==> config.mk <==
export PLATFORM = sky130hd
export DESIGN_NAME = udp_engine
export DESIGN_NICKNAME = d
export VERILOG_FILES = /design/src/udp_pkg.sv /design/src/udp_ctrl.sv /design/src/udp_rx_parser.sv /design/src/udp_tx_fifo.sv /design/src/udp_tx_framer.sv /design/src/udp_engine.sv
export SDC_FILE = /design/constraint.sdc
export NUM_CORES = 1
export LEC_CHECK = 0
export BUFFER_PORTS_ARGS = -buffer_cell sky130_fd_sc_hd__buf_2
export CAP_MARGIN = 40
export CORE_UTILIZATION = 35
export DETAILED_ROUTE_END_ITERATION = 7
export GPL_TIMING_DRIVEN = 0
export PLACE_DENSITY = 0.61
export SLEW_MARGIN = 20
export SYNTH_ARGS = -nofsm -noshare
export SYNTH_HDL_FRONTEND = slang
export SYNTH_HIERARCHICAL = 1
export SYNTH_SLANG_ARGS = --single-unit
export TNS_END_PERCENT = 10
==> constraint.sdc <==
create_clock -name clk -period 11.8 [get_ports clk]
set_input_delay 2.36 -clock clk [delete_from_list [all_inputs] [get_ports clk]]
set_output_delay 2.36 -clock clk [all_outputs]
set_load 0.02 [all_outputs]
==> src/udp_pkg.sv <==
`default_nettype none

package udp_pkg;

  localparam int UDP_HDR_LEN = 8; // Bytes in a UDP header.

  // IPv4 protocol numbers seen by this layer.
  typedef enum logic [7:0] {
    PROTO_ICMP = 8'd1,
    PROTO_TCP  = 8'd6,
    PROTO_UDP  = 8'd17
  } ip_proto_e;

  typedef enum logic [1:0] {
    RX_IDLE,
    RX_HDR,
    RX_PAYLOAD,
    RX_DROP
  } rx_state_e;

  typedef enum logic [1:0] {
    TX_IDLE,
    TX_LOAD,
    TX_HDR,
    TX_PAYLOAD
  } tx_state_e;

  // One byte beat. sof and eof only count while v is high.
  typedef struct packed {
    logic [7:0] d;
    logic       v;
    logic       sof;
    logic       eof;
  } byte_strm_t;

  // Fields taken from the IPv4 header.
  typedef struct packed {
    logic [31:0] src_ip;
    logic [31:0] dst_ip;
    logic [7:0]  proto;  // Raw value, compared against ip_proto_e.
    logic [15:0] length; // IPv4 payload bytes.
  } ipv4_meta_t;

  // Wire order of the UDP header, first byte in the top bits.
  typedef struct packed {
    logic [15:0] src_port;
    logic [15:0] dst_port;
    logic [15:0] length;
    logic [15:0] chsum;
  } udp_hdr_t;

  typedef struct packed {
    logic [31:0] ipv4_addr;
    logic [15:0] udp_port;
  } dev_t;

  // Reply addressing from the user.
  typedef struct packed {
    logic [31:0] dst_ip;
    logic [15:0] dst_port;
    logic [15:0] src_port; // Not used, the device port goes out.
  } udp_tx_meta_t;

endpackage

`default_nettype wire

==> src/udp_ctrl.sv <==
`timescale 1ns/100ps
`default_nettype none

module udp_ctrl
  import udp_pkg::*;
#(
  parameter int FIFO_DEPTH = 64
) (
  input  logic                            clk,
  input  logic                            fsm_rst,
  input  byte_strm_t                      ip_rx,
  input  ipv4_meta_t                      ip_rx_meta,
  input  udp_hdr_t                        rx_hdr,
  input  dev_t                            dev,
  input  byte_strm_t                      udp_tx,
  input  logic                            fifo_empty,
  input  logic [$clog2(FIFO_DEPTH+1)-1:0] fifo_count,
  output logic                            hdr_shift,
  output logic                            rx_out_en,
  output logic                            rx_err,
  output logic                            tx_load,
  output logic                            tx_hdr_en,
  output logic                            tx_pay_en,
  output logic                            fifo_rd,
  output logic                            tx_done
);

  localparam int TX_CNT_W = $clog2(FIFO_DEPTH + UDP_HDR_LEN + 1);

  rx_state_e           rx_state;
  tx_state_e           tx_state;
  logic [15:0]         rx_cnt;   // Bytes of this packet before the current beat.
  logic [15:0]         rx_len;
  logic [TX_CNT_W-1:0] tx_cnt;
  logic                hdr_done;
  logic                hdr_match;
  logic                rx_clr;
  logic                tx_clr;

  // Per-packet clears.
  assign rx_clr = fsm_rst || rx_err;
  assign tx_clr = fsm_rst || tx_done;

  assign hdr_done  = (rx_state == RX_HDR) && (rx_cnt == UDP_HDR_LEN);
  assign hdr_match = (rx_hdr.dst_port == dev.udp_port) && (ip_rx_meta.proto == PROTO_UDP);
  assign rx_len    = rx_cnt + 16'd1;

  assign hdr_shift = ip_rx.v && (((rx_state == RX_IDLE) && ip_rx.sof) ||
                                 ((rx_state == RX_HDR) && (rx_cnt < UDP_HDR_LEN)));
  assign rx_out_en = ip_rx.v && ((rx_state == RX_PAYLOAD) || (hdr_done && hdr_match));
  // Total must agree with both the UDP and the IPv4 length.
  assign rx_err    = rx_out_en && ip_rx.eof &&
                     ((rx_len != rx_hdr.length) || (rx_len != ip_rx_meta.length));

  always_ff @(posedge clk) begin
    if (rx_clr) begin
      rx_state <= RX_IDLE;
      rx_cnt   <= '0;
    end else if (ip_rx.v) begin
      rx_cnt <= rx_cnt + 16'd1;
      case (rx_state)
        RX_IDLE: begin
          rx_cnt <= 16'd1;
          if (ip_rx.sof && !ip_rx.eof) rx_state <= RX_HDR;
        end
        RX_HDR: begin
          if (ip_rx.eof) rx_state <= RX_IDLE; // Too short, nothing goes up.
          else if (hdr_done) rx_state <= hdr_match ? RX_PAYLOAD : RX_DROP;
        end
        default: begin
          if (ip_rx.eof) rx_state <= RX_IDLE;
        end
      endcase
    end
  end

  assign tx_load   = (tx_state == TX_IDLE) && udp_tx.v && udp_tx.sof;
  assign tx_hdr_en = (tx_state == TX_HDR);
  assign tx_pay_en = (tx_state == TX_PAYLOAD);
  // First read on the last header byte, so fifo data lines up with the payload.
  assign fifo_rd   = (tx_hdr_en && (tx_cnt == TX_CNT_W'(UDP_HDR_LEN - 1))) ||
                     (tx_pay_en && (fifo_count != '0));

  always_ff @(posedge clk) begin
    if (fsm_rst) begin
      tx_state <= TX_IDLE;
    end else begin
      case (tx_state)
        TX_IDLE: begin
          if (udp_tx.v && udp_tx.sof) tx_state <= udp_tx.eof ? TX_HDR : TX_LOAD;
        end
        TX_LOAD: begin
          if (udp_tx.v && udp_tx.eof) tx_state <= TX_HDR;
        end
        TX_HDR: begin
          if (tx_cnt == TX_CNT_W'(UDP_HDR_LEN - 1)) tx_state <= TX_PAYLOAD;
        end
        TX_PAYLOAD: begin
          if (fifo_empty) tx_state <= TX_IDLE; // Last byte is on ip_tx now.
        end
        default: tx_state <= TX_IDLE;
      endcase
    end
  end

  always_ff @(posedge clk) begin
    if (tx_clr) begin
      tx_cnt  <= '0;
      tx_done <= 1'b0;
    end else begin
      if (tx_hdr_en || tx_pay_en) tx_cnt <= tx_cnt + 1'b1;
      tx_done <= tx_pay_en && fifo_empty;
    end
  end

  // User may only start a packet once the previous one is done.
  assert property (@(posedge clk) disable iff (fsm_rst)
    udp_tx.v && udp_tx.sof |-> tx_state == TX_IDLE);

  assert property (@(posedge clk) disable iff (fsm_rst)
    fifo_rd |-> !fifo_empty);

endmodule

`default_nettype wire

==> src/udp_rx_parser.sv <==
`timescale 1ns/100ps
`default_nettype none

module udp_rx_parser
  import udp_pkg::*;
(
  input  logic       clk,
  input  logic       fsm_rst,
  input  byte_strm_t ip_rx,
  input  ipv4_meta_t ip_rx_meta,
  input  logic       hdr_shift,
  input  logic       out_en,
  input  logic       err,
  output udp_hdr_t   rx_hdr,
  output byte_strm_t udp_rx,
  output ipv4_meta_t udp_rx_meta,
  output logic       udp_rx_err
);

  // Holds the first seven header bytes. The eighth comes straight off the bus.
  logic [UDP_HDR_LEN-2:0][7:0] hdr_sr;
  logic [2:0]                  hdr_cnt;
  logic [2:0]                  hdr_idx;
  logic                        first_beat;

  assign hdr_idx    = ip_rx.sof ? 3'd0 : hdr_cnt; // Byte position within the header.
  assign first_beat = out_en && !udp_rx.v;

  always_ff @(posedge clk) begin
    if (fsm_rst) begin
      hdr_cnt <= '0;
    end else if (hdr_shift) begin
      hdr_cnt <= hdr_idx + 3'd1;
    end
  end

  always_ff @(posedge clk) begin
    if (hdr_shift) begin
      hdr_sr <= {hdr_sr[UDP_HDR_LEN-3:0], ip_rx.d};
      if (hdr_idx == 3'(UDP_HDR_LEN - 1)) begin
        rx_hdr <= udp_hdr_t'({hdr_sr, ip_rx.d}); // Big endian fields.
      end
    end
  end

  // Payload stage, one cycle behind ip_rx.
  always_ff @(posedge clk) begin
    udp_rx.d <= ip_rx.d;
    if (fsm_rst) begin
      udp_rx.v   <= 1'b0;
      udp_rx.sof <= 1'b0;
      udp_rx.eof <= 1'b0;
      udp_rx_err <= 1'b0;
    end else begin
      udp_rx.v   <= out_en;
      udp_rx.sof <= first_beat;
      udp_rx.eof <= out_en && ip_rx.eof;
      udp_rx_err <= err; // Same cycle as udp_rx eof.
    end
  end

  // Kept until the next accepted packet.
  always_ff @(posedge clk) begin
    if (first_beat) udp_rx_meta <= ip_rx_meta;
  end

endmodule

`default_nettype wire

==> src/udp_tx_fifo.sv <==
`timescale 1ns/100ps
`default_nettype none

module udp_tx_fifo #(
  parameter int FIFO_DEPTH = 64
) (
  input  logic                            clk,
  input  logic                            fsm_rst,
  input  logic                            wr,
  input  logic [7:0]                      wdata,
  input  logic                            rd,
  output logic [7:0]                      rdata,
  output logic                            empty,
  output logic [$clog2(FIFO_DEPTH+1)-1:0] count
);

  localparam int AW    = $clog2(FIFO_DEPTH);
  localparam int CNT_W = $clog2(FIFO_DEPTH + 1);

  logic [7:0]    mem [FIFO_DEPTH];
  logic [AW-1:0] wr_ptr;
  logic [AW-1:0] rd_ptr;
  logic          full;
  logic          do_wr;
  logic          do_rd;

  assign empty = (count == '0);
  assign full  = (count == CNT_W'(FIFO_DEPTH));
  assign do_wr = wr && !full;
  assign do_rd = rd && !empty;

  always_ff @(posedge clk) begin
    if (fsm_rst) begin
      wr_ptr <= '0;
      rd_ptr <= '0;
      count  <= '0;
    end else begin
      if (do_wr) wr_ptr <= (wr_ptr == AW'(FIFO_DEPTH - 1)) ? '0 : wr_ptr + 1'b1;
      if (do_rd) rd_ptr <= (rd_ptr == AW'(FIFO_DEPTH - 1)) ? '0 : rd_ptr + 1'b1;
      case ({do_wr, do_rd})
        2'b10:   count <= count + 1'b1;
        2'b01:   count <= count - 1'b1;
        default: count <= count;
      endcase
    end
  end

  always_ff @(posedge clk) begin
    if (do_wr) mem[wr_ptr] <= wdata;
    if (do_rd) rdata <= mem[rd_ptr]; // Valid the cycle after rd.
  end

  // Payload longer than the buffer.
  assert property (@(posedge clk) disable iff (fsm_rst) wr |-> !full);

endmodule

`default_nettype wire

==> src/udp_tx_framer.sv <==
`timescale 1ns/100ps
`default_nettype none

module udp_tx_framer
  import udp_pkg::*;
(
  input  logic         clk,
  input  logic         fsm_rst,
  input  dev_t         dev,
  input  udp_tx_meta_t udp_tx_meta,
  input  logic         load,
  input  logic         hdr_en,
  input  logic         pay_en,
  input  logic [15:0]  pay_len,
  input  logic [7:0]   fifo_rdata,
  output byte_strm_t   ip_tx,
  output ipv4_meta_t   ip_tx_meta
);

  logic [31:0]                 dst_ip_q;
  logic [15:0]                 dst_port_q;
  logic [15:0]                 len_q;
  logic [15:0]                 udp_len;
  udp_hdr_t                    tx_hdr;
  logic [UDP_HDR_LEN-2:0][7:0] hdr_sr; // Header bytes 1 to 7.
  logic                        hdr_en_q;
  logic                        first;
  logic [15:0]                 pay_left;
  logic                        last;
  logic [7:0]                  tx_d;

  // Payload size is final once the user eof has been written.
  assign first   = hdr_en && !hdr_en_q;
  assign udp_len = first ? pay_len + 16'(UDP_HDR_LEN) : len_q;
  assign last    = (pay_left == 16'd1);

  assign tx_hdr = '{
    src_port: dev.udp_port,
    dst_port: dst_port_q,
    length:   udp_len,
    chsum:    16'h0000      // Zero means no checksum in IPv4.
  };

  always_ff @(posedge clk) begin
    if (load) begin
      dst_ip_q   <= udp_tx_meta.dst_ip;
      dst_port_q <= udp_tx_meta.dst_port;
    end
    if (first) begin
      len_q  <= udp_len;
      hdr_sr <= tx_hdr[8*UDP_HDR_LEN-9:0];
    end else if (hdr_en) begin
      hdr_sr <= {hdr_sr[UDP_HDR_LEN-3:0], 8'h00};
    end
  end

  always_ff @(posedge clk) begin
    if (fsm_rst) begin
      hdr_en_q <= 1'b0;
      pay_left <= '0;
    end else begin
      hdr_en_q <= hdr_en;
      if (first) pay_left <= pay_len;
      else if (pay_en) pay_left <= pay_left - 16'd1;
    end
  end

  // Byte 0 bypasses the register, it is sent in the load cycle of hdr_sr.
  assign tx_d = !hdr_en ? fifo_rdata :
                first   ? tx_hdr.src_port[15:8] : hdr_sr[UDP_HDR_LEN-2];

  assign ip_tx = '{
    d:   tx_d,
    v:   hdr_en || pay_en,
    sof: first,
    eof: pay_en && last
  };

  assign ip_tx_meta = '{
    src_ip: dev.ipv4_addr,
    dst_ip: dst_ip_q,
    proto:  PROTO_UDP,
    length: udp_len
  };

endmodule

`default_nettype wire

==> src/udp_engine.sv <==
`timescale 1ns/100ps
`default_nettype none

module udp_engine
  import udp_pkg::*;
#(
  parameter int FIFO_DEPTH = 64
) (
  input  logic         clk,
  input  logic         fsm_rst,
  input  byte_strm_t   ip_rx,
  input  ipv4_meta_t   ip_rx_meta,
  output byte_strm_t   udp_rx,
  output udp_hdr_t     udp_rx_hdr,
  output ipv4_meta_t   udp_rx_meta,
  output logic         udp_rx_err,
  input  byte_strm_t   udp_tx,
  input  udp_tx_meta_t udp_tx_meta,
  output byte_strm_t   ip_tx,
  output ipv4_meta_t   ip_tx_meta,
  output logic         udp_tx_done,
  input  dev_t         dev
);

  localparam int CNT_W = $clog2(FIFO_DEPTH + 1);

  logic             hdr_shift;
  logic             rx_out_en;
  logic             rx_err;
  logic             tx_load;
  logic             tx_hdr_en;
  logic             tx_pay_en;
  logic             fifo_rd;
  logic             fifo_empty;
  logic [CNT_W-1:0] fifo_count;
  logic [7:0]       fifo_rdata;

  udp_ctrl #(
    .FIFO_DEPTH (FIFO_DEPTH)
  ) u_udp_ctrl (
    .clk        (clk),
    .fsm_rst    (fsm_rst),
    .ip_rx      (ip_rx),
    .ip_rx_meta (ip_rx_meta),
    .rx_hdr     (udp_rx_hdr),
    .dev        (dev),
    .udp_tx     (udp_tx),
    .fifo_empty (fifo_empty),
    .fifo_count (fifo_count),
    .hdr_shift  (hdr_shift),
    .rx_out_en  (rx_out_en),
    .rx_err     (rx_err),
    .tx_load    (tx_load),
    .tx_hdr_en  (tx_hdr_en),
    .tx_pay_en  (tx_pay_en),
    .fifo_rd    (fifo_rd),
    .tx_done    (udp_tx_done)
  );

  udp_rx_parser u_udp_rx_parser (
    .clk         (clk),
    .fsm_rst     (fsm_rst),
    .ip_rx       (ip_rx),
    .ip_rx_meta  (ip_rx_meta),
    .hdr_shift   (hdr_shift),
    .out_en      (rx_out_en),
    .err         (rx_err),
    .rx_hdr      (udp_rx_hdr),
    .udp_rx      (udp_rx),
    .udp_rx_meta (udp_rx_meta),
    .udp_rx_err  (udp_rx_err)
  );

  udp_tx_fifo #(
    .FIFO_DEPTH (FIFO_DEPTH)
  ) u_udp_tx_fifo (
    .clk     (clk),
    .fsm_rst (fsm_rst),
    .wr      (udp_tx.v),
    .wdata   (udp_tx.d),
    .rd      (fifo_rd),
    .rdata   (fifo_rdata),
    .empty   (fifo_empty),
    .count   (fifo_count)
  );

  udp_tx_framer u_udp_tx_framer (
    .clk         (clk),
    .fsm_rst     (fsm_rst),
    .dev         (dev),
    .udp_tx_meta (udp_tx_meta),
    .load        (tx_load),
    .hdr_en      (tx_hdr_en),
    .pay_en      (tx_pay_en),
    .pay_len     (16'(fifo_count)), // Fill level is the payload size during the header.
    .fifo_rdata  (fifo_rdata),
    .ip_tx       (ip_tx),
    .ip_tx_meta  (ip_tx_meta)
  );

endmodule

`default_nettype wire

======== After elaboration in Yosys (flattened, before gate mapping) ========
Memory sizes are Yosys's and may differ from the RTL's. A register that Yosys moved wholly into a read port is not among the register bits.
Cells that the tools add are included.
operators by class
  add/subtract/negate cells ............... 9
  $lt $le $gt $ge ......................... 1
  equality and inequality tests ........... 24
  mux-type cells .......................... 26
  reductions and logical operators ........ 46
operator list
  cell                   count
  $mux 56                2
  $mux 16                2
  $ne 16x16->1           2
  $logic_and 1x1->1      22
  $mux 2                 9
  $add 16x1->16 const B  1
  $eq 16x1->1 const B    1
  $eq 16x16->1           1
  $eq 16x4->1 const B    1
  $lt 16x4->1 const B    1
  $mux 8                 2
  $sub 16x1->16 const B  1
  $add 7x1->7 const B    2
  $mux 7                 2
  $pmux 7 s2             1
  $add 6x1->6 const B    2
  $eq 6x6->1 const B     2
  $mux 6                 2
  $add 7x4->8 const B    1
  $eq 2x2->1 const B     4
  $eq 8x5->1 const B     1
  $pmux 2 s4             1
  $reduce_and 4->1       2
  $eq 7x3->1 const B     1
  other kinds (20)       40
storage, ports and cells
  bits in registers ....................... 391
  RAM bits ................................ 512
  output and inout port bits .............. 264
  memories kept ........................... 1
memory list
  memory             words  bits a word  rd ports  clocked after memory_dff  wr ports  line               text
  u_udp_tx_fifo.mem  64     8            1         1                         1         udp_tx_fifo.sv:20  logic [7:0] mem [FIFO_DEPTH];

======== Longest topological paths before layout ========
Gate-level depths: netlist of the first run.
  word-level depth ........................ 8
  gate-level depth with buffers ........... 14
  depth with buffers taken out ............ 14

======== Hierarchy ========
Netlist of the first run, hierarchy kept.
by module, submodules not included
  module         times used  cells each  area each (um^2)  seq. area each (um^2)
  udp_tx_fifo    1           1056        21261.6           15995.3
  udp_rx_parser  1           240         6672.6            6546.3
  udp_tx_framer  1           452         5326.4            3463.3
  udp_ctrl       1           334         2612.5            560.5
  udp_engine     1           1           3.8               0.0

======== Worst setup path before layout of the first run ========
OpenSTA, ideal clock, no wires.
  kind .................................... input -> register
  from .................................... input dev[11] (netlist bit)
  to ...................................... register, netlist name u_udp_rx_parser/udp_rx_meta[0]
  setup time .............................. 0.547 ns
  arrival time ............................ 7.307 ns
  path slack .............................. 3.946 ns
  stages on the path ...................... 6
  buffers on the path ..................... 0
  cells stage by stage .................... xor2_1 > nor4_1 > nand3_1 > o41ai_2 > and2_1 > nor2b_1
between the ends
  word-level cells in the longest chain between the ends .. 6
ends and longest elaborated chain
  what                            line                 text
  from (decl)                     udp_engine.sv:22     input dev_t dev
  $eq 16x16->1                    udp_ctrl.sv:45       assign hdr_match = (rx_hdr.dst_port == dev.udp_port) && (ip_rx_meta.proto == PROTO_UDP);
  $logic_and 1x1->1               udp_ctrl.sv:45
  $logic_and 1x1->1               udp_ctrl.sv:50       assign rx_out_en = ip_rx.v && ((rx_state == RX_PAYLOAD) || (hdr_done && hdr_match));
  $logic_or 1x1->1                udp_ctrl.sv:50
  $logic_and 1x1->1               udp_ctrl.sv:50
  net rx_out_en                   udp_engine.sv:28     logic rx_out_en;
  $logic_and 1x1->1               udp_rx_parser.sv:27  assign first_beat = out_en && !udp_rx.v;
  net u_udp_rx_parser.first_beat  udp_rx_parser.sv:24  logic first_beat;
The timed path passes the listed nets, and every way through them passes these cells.
A chain may end at the register's enable or synchronous reset.

==> tab_implementation.tex, run 1 <==
\begin{tabular}{lr}
\hline
Metric & Value \\
\hline
\multicolumn{2}{l}{\textbf{Status}} \\
Status & finished clean \\
\multicolumn{2}{l}{\textbf{Synth}} \\
Count of different cell masters after synthesis & 88 \\
Largest area contributor in the netlist & sky130\_fd\_sc\_hd\_\_edfxtp\_1 \\
Post-Synthesis Mean Instance Area & around 17 um2 \\
Instance count of the mapped netlist & 2083 \\
Flip-flop cell with the highest count after synthesis & sky130\_fd\_sc\_hd\_\_edfxtp\_1 \\
Top area cells in the synthesized netlist & sky130\_fd\_sc\_hd\_\_edfxtp\_1, sky130\_fd\_sc\_hd\_\_mux4\_2, sky130\_fd\_sc\_hd\_\_dfxtp\_1 \\
Flops \& latches, synth & just over 900 \\
Leading post-synthesis cells by instance count & sky130\_fd\_sc\_hd\_\_edfxtp\_1, sky130\_fd\_sc\_hd\_\_nor2\_1, sky130\_fd\_sc\_hd\_\_nand2\_1 \\
Area share of the leading cell type in the synthesized netlist & 69.64\% \\
Portion of the post-synthesis area used by sequential elements & 74.05\% \\
Share of flip-flops with an asynchronous set or reset & 0\% \\
Synthesized cell area & 35880 um2 \\
Most common cell in the synthesized netlist & sky130\_fd\_sc\_hd\_\_edfxtp\_1 \\
Number of synthesized flops with an enable pin & 832 \\
Synth warnings & 6 \\
\multicolumn{2}{l}{\textbf{Route}} \\
Drt via density & approximately 5 \\
Post-DR wirelength/cell & 23.79 um \\
Sum of routed wire length over all layers & 98180 um \\
DRC viols & 0 \\
Number of DRC markers after the initial detailed-route iteration & 1996 \\
Via count & 21210 \\
Number of detailed-route iterations in the first pass & 6 \\
Final ANT Viol Nets & 0 \\
\multicolumn{2}{l}{\textbf{Clock network}} \\
CTS H-tree lvls & 3 \\
TritonCTS Buffers & 94 \\
Post-CTS setup repair buffer count & 0 \\
Gates resized, CTS repair & 0 \\
Hold\_buf cts & 0 \\
Root Buffer Master & sky130\_fd\_sc\_hd\_\_clkbuf\_16 \\
Later-pin clock latency in the skew report & around 0.7 ns \\
Buffer levels on the longest clock path & 3 \\
CTS tree & yes \\
Clock transition at the registers of the reported paths & 0.06 ns \\
Number of sinks driven by the clock tree & 911 \\
\multicolumn{2}{l}{\textbf{Pwr}} \\
Static Leakage & 0.01502 uW \\
Power consumption & 7503 uW \\
Cell internal pwr & 5637 uW \\
Clock network power share & 39.7\% \\
Worst vdd rail ir drop & 0.0001250 V \\
Switching power share of the total & $\sim$25\% \\
Switching Power & 1866 uW \\
Comb power frac & 9.6\% \\
Share of total power in sequential cells & around half \\
PD cells & roughly 170 nW/um2 \\
\multicolumn{2}{l}{\textbf{Timing}} \\
Setup violation total in the final timing report & 0 \\
Count of pins over their slew limit & 0 \\
Worst slew pin tran & 0.8607 ns \\
Setup TNS & 0 ns \\
Max transition margin & a little over two fifths \\
Worst Setup Slack, final & 6.336 ns \\
Final Cycle Share & 46.31\% \\
Final hold violation count & 0 \\
Setup repair after global routing missed its margin & false \\
Clock tree skew after final layout & 0.08108 ns \\
Min Tclk post-route & 5.464 ns \\
FMAX & roughly 0.18 GHz \\
\multicolumn{2}{l}{\textbf{Worst setup path}} \\
Worst-case register-to-register setup slack & 6.79 ns \\
Number of cells traversed by the worst register-to-register path & 12 \\
Crit path required time & 9.44 ns \\
Critical path peak fanout & 26 \\
Worst setup EP type & primary output \\
Largest stage delay on the critical path & 0.55 ns \\
Crit Reg-Reg Startpoint & u\_udp\_tx\_fifo/count[5]\$\_SDFFE\_PP0P\_ \\
Worst reg2reg endpoint & u\_udp\_tx\_fifo/count[6]\$\_SDFFE\_PP0P\_ \\
Data arrival time of the critical path & 3.10 ns \\
Path type of the worst setup path & reg -> out \\
Kind of start point of the critical path & flop \\
Critical Path Slowest Stage Cell & sky130\_fd\_sc\_hd\_\_buf\_2 \\
Critical path cell sequence & inv\_1 > ha\_1 > nand2b\_1 > inv\_1 > buf\_4 > buf\_2 > a21oi\_1 > buf\_2 \\
\multicolumn{2}{l}{\textbf{Worst hold path}} \\
Path type of the worst min-delay path & reg -> reg \\
WHS Path Cells & 0 \\
Endpoint, Worst Hold & u\_udp\_rx\_parser/hdr\_sr[35]\$\_DFFE\_PP\_ \\
Worst hold start & u\_udp\_rx\_parser/hdr\_sr[27]\$\_DFFE\_PP\_ \\
\multicolumn{2}{l}{\textbf{Cells and area}} \\
Non-filler cells in the finished layout & roughly 4100 \\
Layout cells sized above 1 & 30.83\% \\
Total number of nets in the final design & 2917 \\
Area growth syn-to-layout & 20.94\% \\
\multicolumn{2}{l}{\textbf{Global routing}} \\
First-pass GRT wire length & 139600 um \\
Global Route met2 Usage & 29.98\% \\
Met3 layer usage reported by global route & approximately 4.0\% \\
Largest net degree at the start of global routing & 65 \\
Overall track demand over capacity in global routing & 18.43\% \\
Top Usage Layer GRT & met2 \\
GRT met1 Usage & 22.97\% \\
Vias in the first global route & 20760 \\
Overall overflow remaining after global route & 0 \\
Number of antenna violations at the first check in global routing & 11 \\
\multicolumn{2}{l}{\textbf{Die}} \\
Die area & 103800 um2 \\
Core box area & 101700 um2 \\
Horiz. Die Dim & 322.2 um \\
\# rows & $\sim$120 \\
IO Pins & 488 \\
Die boundary height & 322.2 um \\
Initial standard-cell utilization of the core & roughly a third \\
\multicolumn{2}{l}{\textbf{Place}} \\
Cell count after placement & 3932 \\
GPL Wtd Cong & 0.9176 \\
Placed wire-length estimate after detailed placement & roughly 70000 um \\
Worst slack, placed & $\sim$6.0 ns \\
Number of input and output port buffers inserted & 431 \\
\multicolumn{2}{l}{\textbf{Job}} \\
Total of max-cap violations & 0 \\
\hline
\end{tabular}
## logic make-up (layout without fill, tap and decap cells)
group           after synthesis  in the layout  synth area share, %
compound gates              236            236                5.169
xor+xnor                     56             56                1.388
fa+ha+maj                    21             21               0.7533
buf+inv                     164            793                2.786
flops                       911            911                74.05
mux                         166            166                8.586
other cells                   3             50              0.03139
simple gates                526            526                7.240
## power groups by stage
stage	combinational, uW	clock, uW	sequential, uW
floorplan	403	0	3860
global placement	682	0	3870
detailed placement	715	0	3870
CTS	719	3030	3800
global route	780	3150	3810
finish	723	2980	3800
## registers in the layout (all words and copies together) (netlist names)
register                     flops
u_udp_tx_framer/len_q           16
u_udp_tx_framer/hdr_en_q         1
u_udp_tx_framer/dst_port_q      16
u_udp_tx_fifo/count              7
u_udp_tx_framer/dst_ip_q        32
u_udp_tx_framer/hdr_sr          40
u_udp_rx_parser/hdr_cnt          3
u_udp_rx_parser/udp_rx          11
u_udp_rx_parser/hdr_sr          56
u_udp_tx_fifo/rdata              8
u_udp_tx_fifo/wr_ptr             6
u_udp_tx_fifo/rd_ptr             6
u_udp_ctrl/tx_cnt                7
u_udp_rx_parser/rx_hdr          64
u_udp_rx_parser/udp_rx_err       1
u_udp_ctrl/tx_done               1
u_udp_ctrl/rx_state              2
u_udp_ctrl/tx_state              2
u_udp_rx_parser/udp_rx_meta     88
u_udp_tx_framer/pay_left        16
u_udp_ctrl/rx_cnt               16
u_udp_tx_fifo/mem              512
## metrics by stage
stage | utilization [%] | hold WS [ns] | area [um2]
finish | 42.65 | 0.3963 | 43390
detailed placement | 39.46 | 0.4057 | 40140
floorplan | - | 0.4003 | 36020
CTS | 42.54 | 0.4013 | 43280
global route | 42.63 | 0.4165 | 43370
global placement | 39.21 | 0.4021 | 39890
## final cells by class
type	instances	area (um2)
antenna	8	20.02
sequential	911	26570
fill	8991	58350
inverter	25	93.84
clock inverter	62	669.4
clock buffer	113	2466
tap	1368	1712
buffer	139	907.1
timing repair buffer	454	2477
multi-input combinational	1047	8478
## critical path: cells and delay by family, from the launching register on
kind	cells	cell delay [ns]
buffers and inverters	5	1.33
AND/OR/NAND/NOR	1	0.16
AO/OA/AOI/OAI	1	0.24
flip-flops	1	0.34
adder cells (fa/ha/maj)	1	0.33
## metal layers
layer  up-vias  part of all wire (%)
met5         -                 0.083
met1     10800                    39
met2       942                    48
met4        10                   5.2
met3       195                   7.3
li1       9260                     -
## worst max-delay path by stage
| stage | to | from |
|---|---|---|
| final | ip_tx_meta[8] | u_udp_ctrl/tx_state[0]$_SDFFE_PP0P_ |
| after global routing | ip_tx_meta[8] | u_udp_ctrl/tx_state[0]$_SDFFE_PP0P_ |
| after CTS | ip_tx_meta[8] | u_udp_ctrl/tx_state[0]$_SDFFE_PP0P_ |
| after detailed placement | u_udp_rx_parser/udp_rx_meta[2]$_DFFE_PP_ | dev[1] |
| after global placement | u_udp_rx_parser/udp_rx_meta[52]$_DFFE_PP_ | dev[1] |
| after floorplan | u_udp_rx_parser/udp_rx_meta[0]$_DFFE_PP_ | dev[11] |
## placed cells by master (no fill, tap or decap), drive strengths merged, types with 20 or more instances in the layout
cell type  Yosys  final
a211oi        30     30
a21oi         48     48
a22o          25     25
buf          102    556
clkbuf        35    148
clkinv         1     40
conb           3     42
dfxtp         79     79
edfxtp       832    832
ha            20     20
inv           24     28
mux2i         52     52
mux4         112    112
nand2        158    158
nand3         39     39
nor2         159    159
nor2b         20     20
nor3          32     32
o21ai         22     22
xor2          44     44
No activity file was read; power rests on OpenSTA's default activity.
==> run 2, diff against run 1 <==
PLACE_DENSITY = 0.63   (was 0.61)
clock period = 4.85 ns   (was 11.8 ns; I/O delays follow)
==> run 2 against run 1 <==
- wire length is 4.5% lower
- power is 140% higher
- via count down 2.2%
- combinational power increased by 140%
- final cell count about the same
- first-iteration DRC count shrank 9.0%
- clock power up 150%
- clock-buffer cell count increased by 3
- worst hold slack improved by 0.0072 ns
- final area about the same
==> tab_implementation.tex, run 2 (synthesis gave the netlist of run 1 again) <==
\begin{tabular}{lr}
\hline
Metric & Value \\
\hline
\multicolumn{2}{l}{\textbf{Global routing}} \\
Overall overflow remaining after global route & 0 (unchanged) \\
Number of antenna violations at the first check in global routing & 8 (-3) \\
Vias in the first global route & 19710 (-5.1\%) \\
First-pass GRT wire length & 132800 um (-4.8\%) \\
Largest net degree at the start of global routing & 65 (unchanged) \\
Overall track demand over capacity in global routing & 17.56\% (-0.87 points) \\
\multicolumn{2}{l}{\textbf{Route}} \\
DRC viols & 0 (unchanged) \\
Number of detailed-route iterations in the first pass & 5 (-1) \\
Drt via density & 5.028 (-2.1\%) \\
Post-DR wirelength/cell & 22.74 um (-4.4\%) \\
Number of DRC markers after the initial detailed-route iteration & 1816 (-9.0\%) \\
Via count & 20740 (-2.2\%) \\
Sum of routed wire length over all layers & 93790 um (-4.5\%) \\
Final ANT Viol Nets & 0 (unchanged) \\
\multicolumn{2}{l}{\textbf{Timing}} \\
FMAX & 0.2149 GHz \\
Max transition margin & 41.89\% (-0.52 points) \\
Worst slew pin tran & 0.8684 ns (+0.007724 ns) \\
Setup violation total in the final timing report & 0 (unchanged) \\
Final Cycle Share & 95.96\% \\
Clock tree skew after final layout & 0.06301 ns (-0.01807 ns) \\
Min Tclk post-route & 4.654 ns \\
Worst hold slack & 0.4035 ns (+0.007230 ns) \\
Worst Setup Slack, final & 0.1958 ns (-6.140 ns) \\
Setup repair after global routing missed its margin & false \\
Final hold violation count & 0 (unchanged) \\
Count of pins over their slew limit & 0 (unchanged) \\
\multicolumn{2}{l}{\textbf{Cells and area}} \\
Leading registers by flop count & u\_udp\_tx\_fifo/mem x512, u\_udp\_rx\_parser/udp\_rx\_meta x88, u\_udp\_rx\_parser/rx\_hdr x64 \\
Number of flip-flops in the largest register & 512 (unchanged) \\
Area growth syn-to-layout & 20.91\% (about the same) \\
Commonest non-fill, non-tap cells in the layout & sky130\_fd\_sc\_hd\_\_edfxtp\_1, sky130\_fd\_sc\_hd\_\_buf\_2, sky130\_fd\_sc\_hd\_\_nor2\_1 \\
Register with the highest flop count & u\_udp\_tx\_fifo/mem \\
Filler cells & 9015 (+0.27\%) \\
Commonest non-fill, non-tap cell in the layout & sky130\_fd\_sc\_hd\_\_edfxtp\_1 \\
Total number of nets in the final design & 2913 (-0.14\%) \\
Layout cells sized above 1 & 30.68\% (-0.15 points) \\
\multicolumn{2}{l}{\textbf{Worst setup path}} \\
Crit path required time & 5.42 ns (-4.02 ns) \\
Path type of the worst setup path & reg -> reg \\
Largest stage delay on the critical path & 0.78 ns (+0.23 ns) \\
Critical Path Slowest Stage Cell & sky130\_fd\_sc\_hd\_\_clkinv\_1 \\
Worst setup EP type & flop \\
Critical path cell sequence & or4\_1 > o41ai\_1 > o21ai\_0 > o21ai\_0 > clkinv\_1 > ha\_1 > ha\_1 > nor2b\_1 > o21a\_1 > o21a\_1 > o211ai\_1 > mux2\_2 \\
Kind of cell with the highest combined delay on the critical path & compound AO/OA/AOI/OAI gates \\
Worst path buffer plus inverter count & 1 (-4) \\
Kind of start point of the critical path & flop \\
Data arrival time of the critical path & 5.23 ns (+2.13 ns) \\
Critical path peak fanout & 16 (-38\%) \\
\multicolumn{2}{l}{\textbf{Pwr}} \\
Switching power share of the total & 24.11\% (-0.76 points) \\
Static Leakage & 0.01504 uW (+0.11\%) \\
Cell internal pwr & 13870 uW (+150\%) \\
Worst vdd rail ir drop & 0.0002912 V (+130\%) \\
Comb power frac & 9.3\% (-0.3 points) \\
Clock network power share & 40.2\% (+0.5 points) \\
PD cells & 421.4 nW/um2 (+140\%) \\
Share of total power in sequential cells & 50.5\% (-0.2 points) \\
Switching Power & 4407 uW (+140\%) \\
\multicolumn{2}{l}{\textbf{Die}} \\
Die area & 103800 um2 (unchanged) \\
IO Pins & 488 (unchanged) \\
Die boundary height & 322.2 um (unchanged) \\
Initial standard-cell utilization of the core & 35.26\% (unchanged) \\
\# rows & 117 (unchanged) \\
Core box area & 101700 um2 (unchanged) \\
Horiz. Die Dim & 322.2 um (unchanged) \\
\multicolumn{2}{l}{\textbf{Clock network}} \\
TritonCTS Buffers & 95 (+1.1\%) \\
CTS tree & yes \\
Gates resized, CTS repair & 0 (unchanged) \\
CTS H-tree lvls & 3 (unchanged) \\
Post-CTS setup repair buffer count & 0 (unchanged) \\
Hold\_buf cts & 0 (unchanged) \\
Number of sinks driven by the clock tree & 911 (unchanged) \\
Clock transition at the registers of the reported paths & 0.06 ns (about the same) \\
Root Buffer Master & sky130\_fd\_sc\_hd\_\_clkbuf\_16 \\
Later-pin clock latency in the skew report & 0.69 ns (about the same) \\
Buffer levels on the longest clock path & 3 (unchanged) \\
\multicolumn{2}{l}{\textbf{Place}} \\
Worst slack, placed & 0.3215 ns (-5.726 ns) \\
Number of input and output port buffers inserted & 431 (unchanged) \\
Placed wire-length estimate after detailed placement & 65300 um (-5.7\%) \\
GPL Wtd Cong & 0.8869 (-3.3\%) \\
\multicolumn{2}{l}{\textbf{Worst hold path}} \\
Path type of the worst min-delay path & reg -> reg \\
\multicolumn{2}{l}{\textbf{Job}} \\
Total of max-cap violations & 0 (unchanged) \\
\multicolumn{2}{l}{\textbf{Status}} \\
Status & finished clean \\
\hline
\end{tabular}
## run 2: changes by cell type in the layout (fill, tap and decap cells not counted), sizes merged
cell / change
inv: -2
clkbuf: +3
buf: -5
clkinvlp: -6
bufinv: +3
clkinv: +4
## run 2: power groups by stage
stage	Sequential [uW]	Combinational, uW	Clock (uW)
floorplan	9380	980	0
global placement	9400	1640	0
detailed placement	9390	1690	0
CTS	9230	1700	7510
global route	9260	1850	7810
finish	9230	1710	7340
## run 2: worst paths after layout
check	to	depth (start not counted)	slack (ns)	start
setup / recovery	u_udp_tx_fifo/count[6]$_SDFFE_PP0P_	12	0.20	u_udp_tx_fifo/count[5]$_SDFFE_PP0P_
hold / removal	u_udp_rx_parser/hdr_sr[17]$_DFFE_PP_	0	0.40	u_udp_rx_parser/hdr_sr[9]$_DFFE_PP_
setup reg to reg	u_udp_tx_fifo/count[6]$_SDFFE_PP0P_	12	0.20	u_udp_tx_fifo/count[5]$_SDFFE_PP0P_
hold reg to reg	u_udp_rx_parser/hdr_sr[17]$_DFFE_PP_	0	0.40	u_udp_rx_parser/hdr_sr[9]$_DFFE_PP_
## run 2: layer usage
metal  vias to the layer above  routed length (um)  GRT usage [%]
li1                       9260                   -              -
met1                     10390               37320          22.20
met2                       911               44850          28.52
met3                       172                7262          3.855
met4                         0                4355          8.709
met5                         -                   0              0
## run 2: layout make-up
type / count / area [um2] / area share [%]
antenna: 8 / 20.02 / 0.04615
buffer: 139 / 907.1 / 2.091
clock buffer: 116 / 2497 / 5.757
clock inverter: 61 / 688.2 / 1.586
inverter: 25 / 93.84 / 0.2163
multi-input combinational: 1047 / 8478 / 19.54
sequential: 911 / 26570 / 61.24
tap: 1368 / 1712 / 3.946
timing repair buffer: 449 / 2417 / 5.573
## run 2: per-stage QoR
| step | instance area (um2) | power, uW | utilization (%) | instances | TNS [ns] |
|---|---|---|---|---|---|
| 2_1_floorplan | 36030 | 10360 | - | 2122 | 0 |
| 4_1_cts | 43290 | 18430 | 42.55 | 4107 | 0 |
| 3_5_place_dp | 40110 | 11080 | 39.42 | 3930 | 0 |
| 6_report | 43380 | 18280 | 42.64 | 4124 | 0 |
| 3_3_place_gp | 39890 | 11040 | 39.21 | 3921 | -288.96 |
| 5_1_grt | 43370 | 18920 | 42.63 | 4120 | 0 |
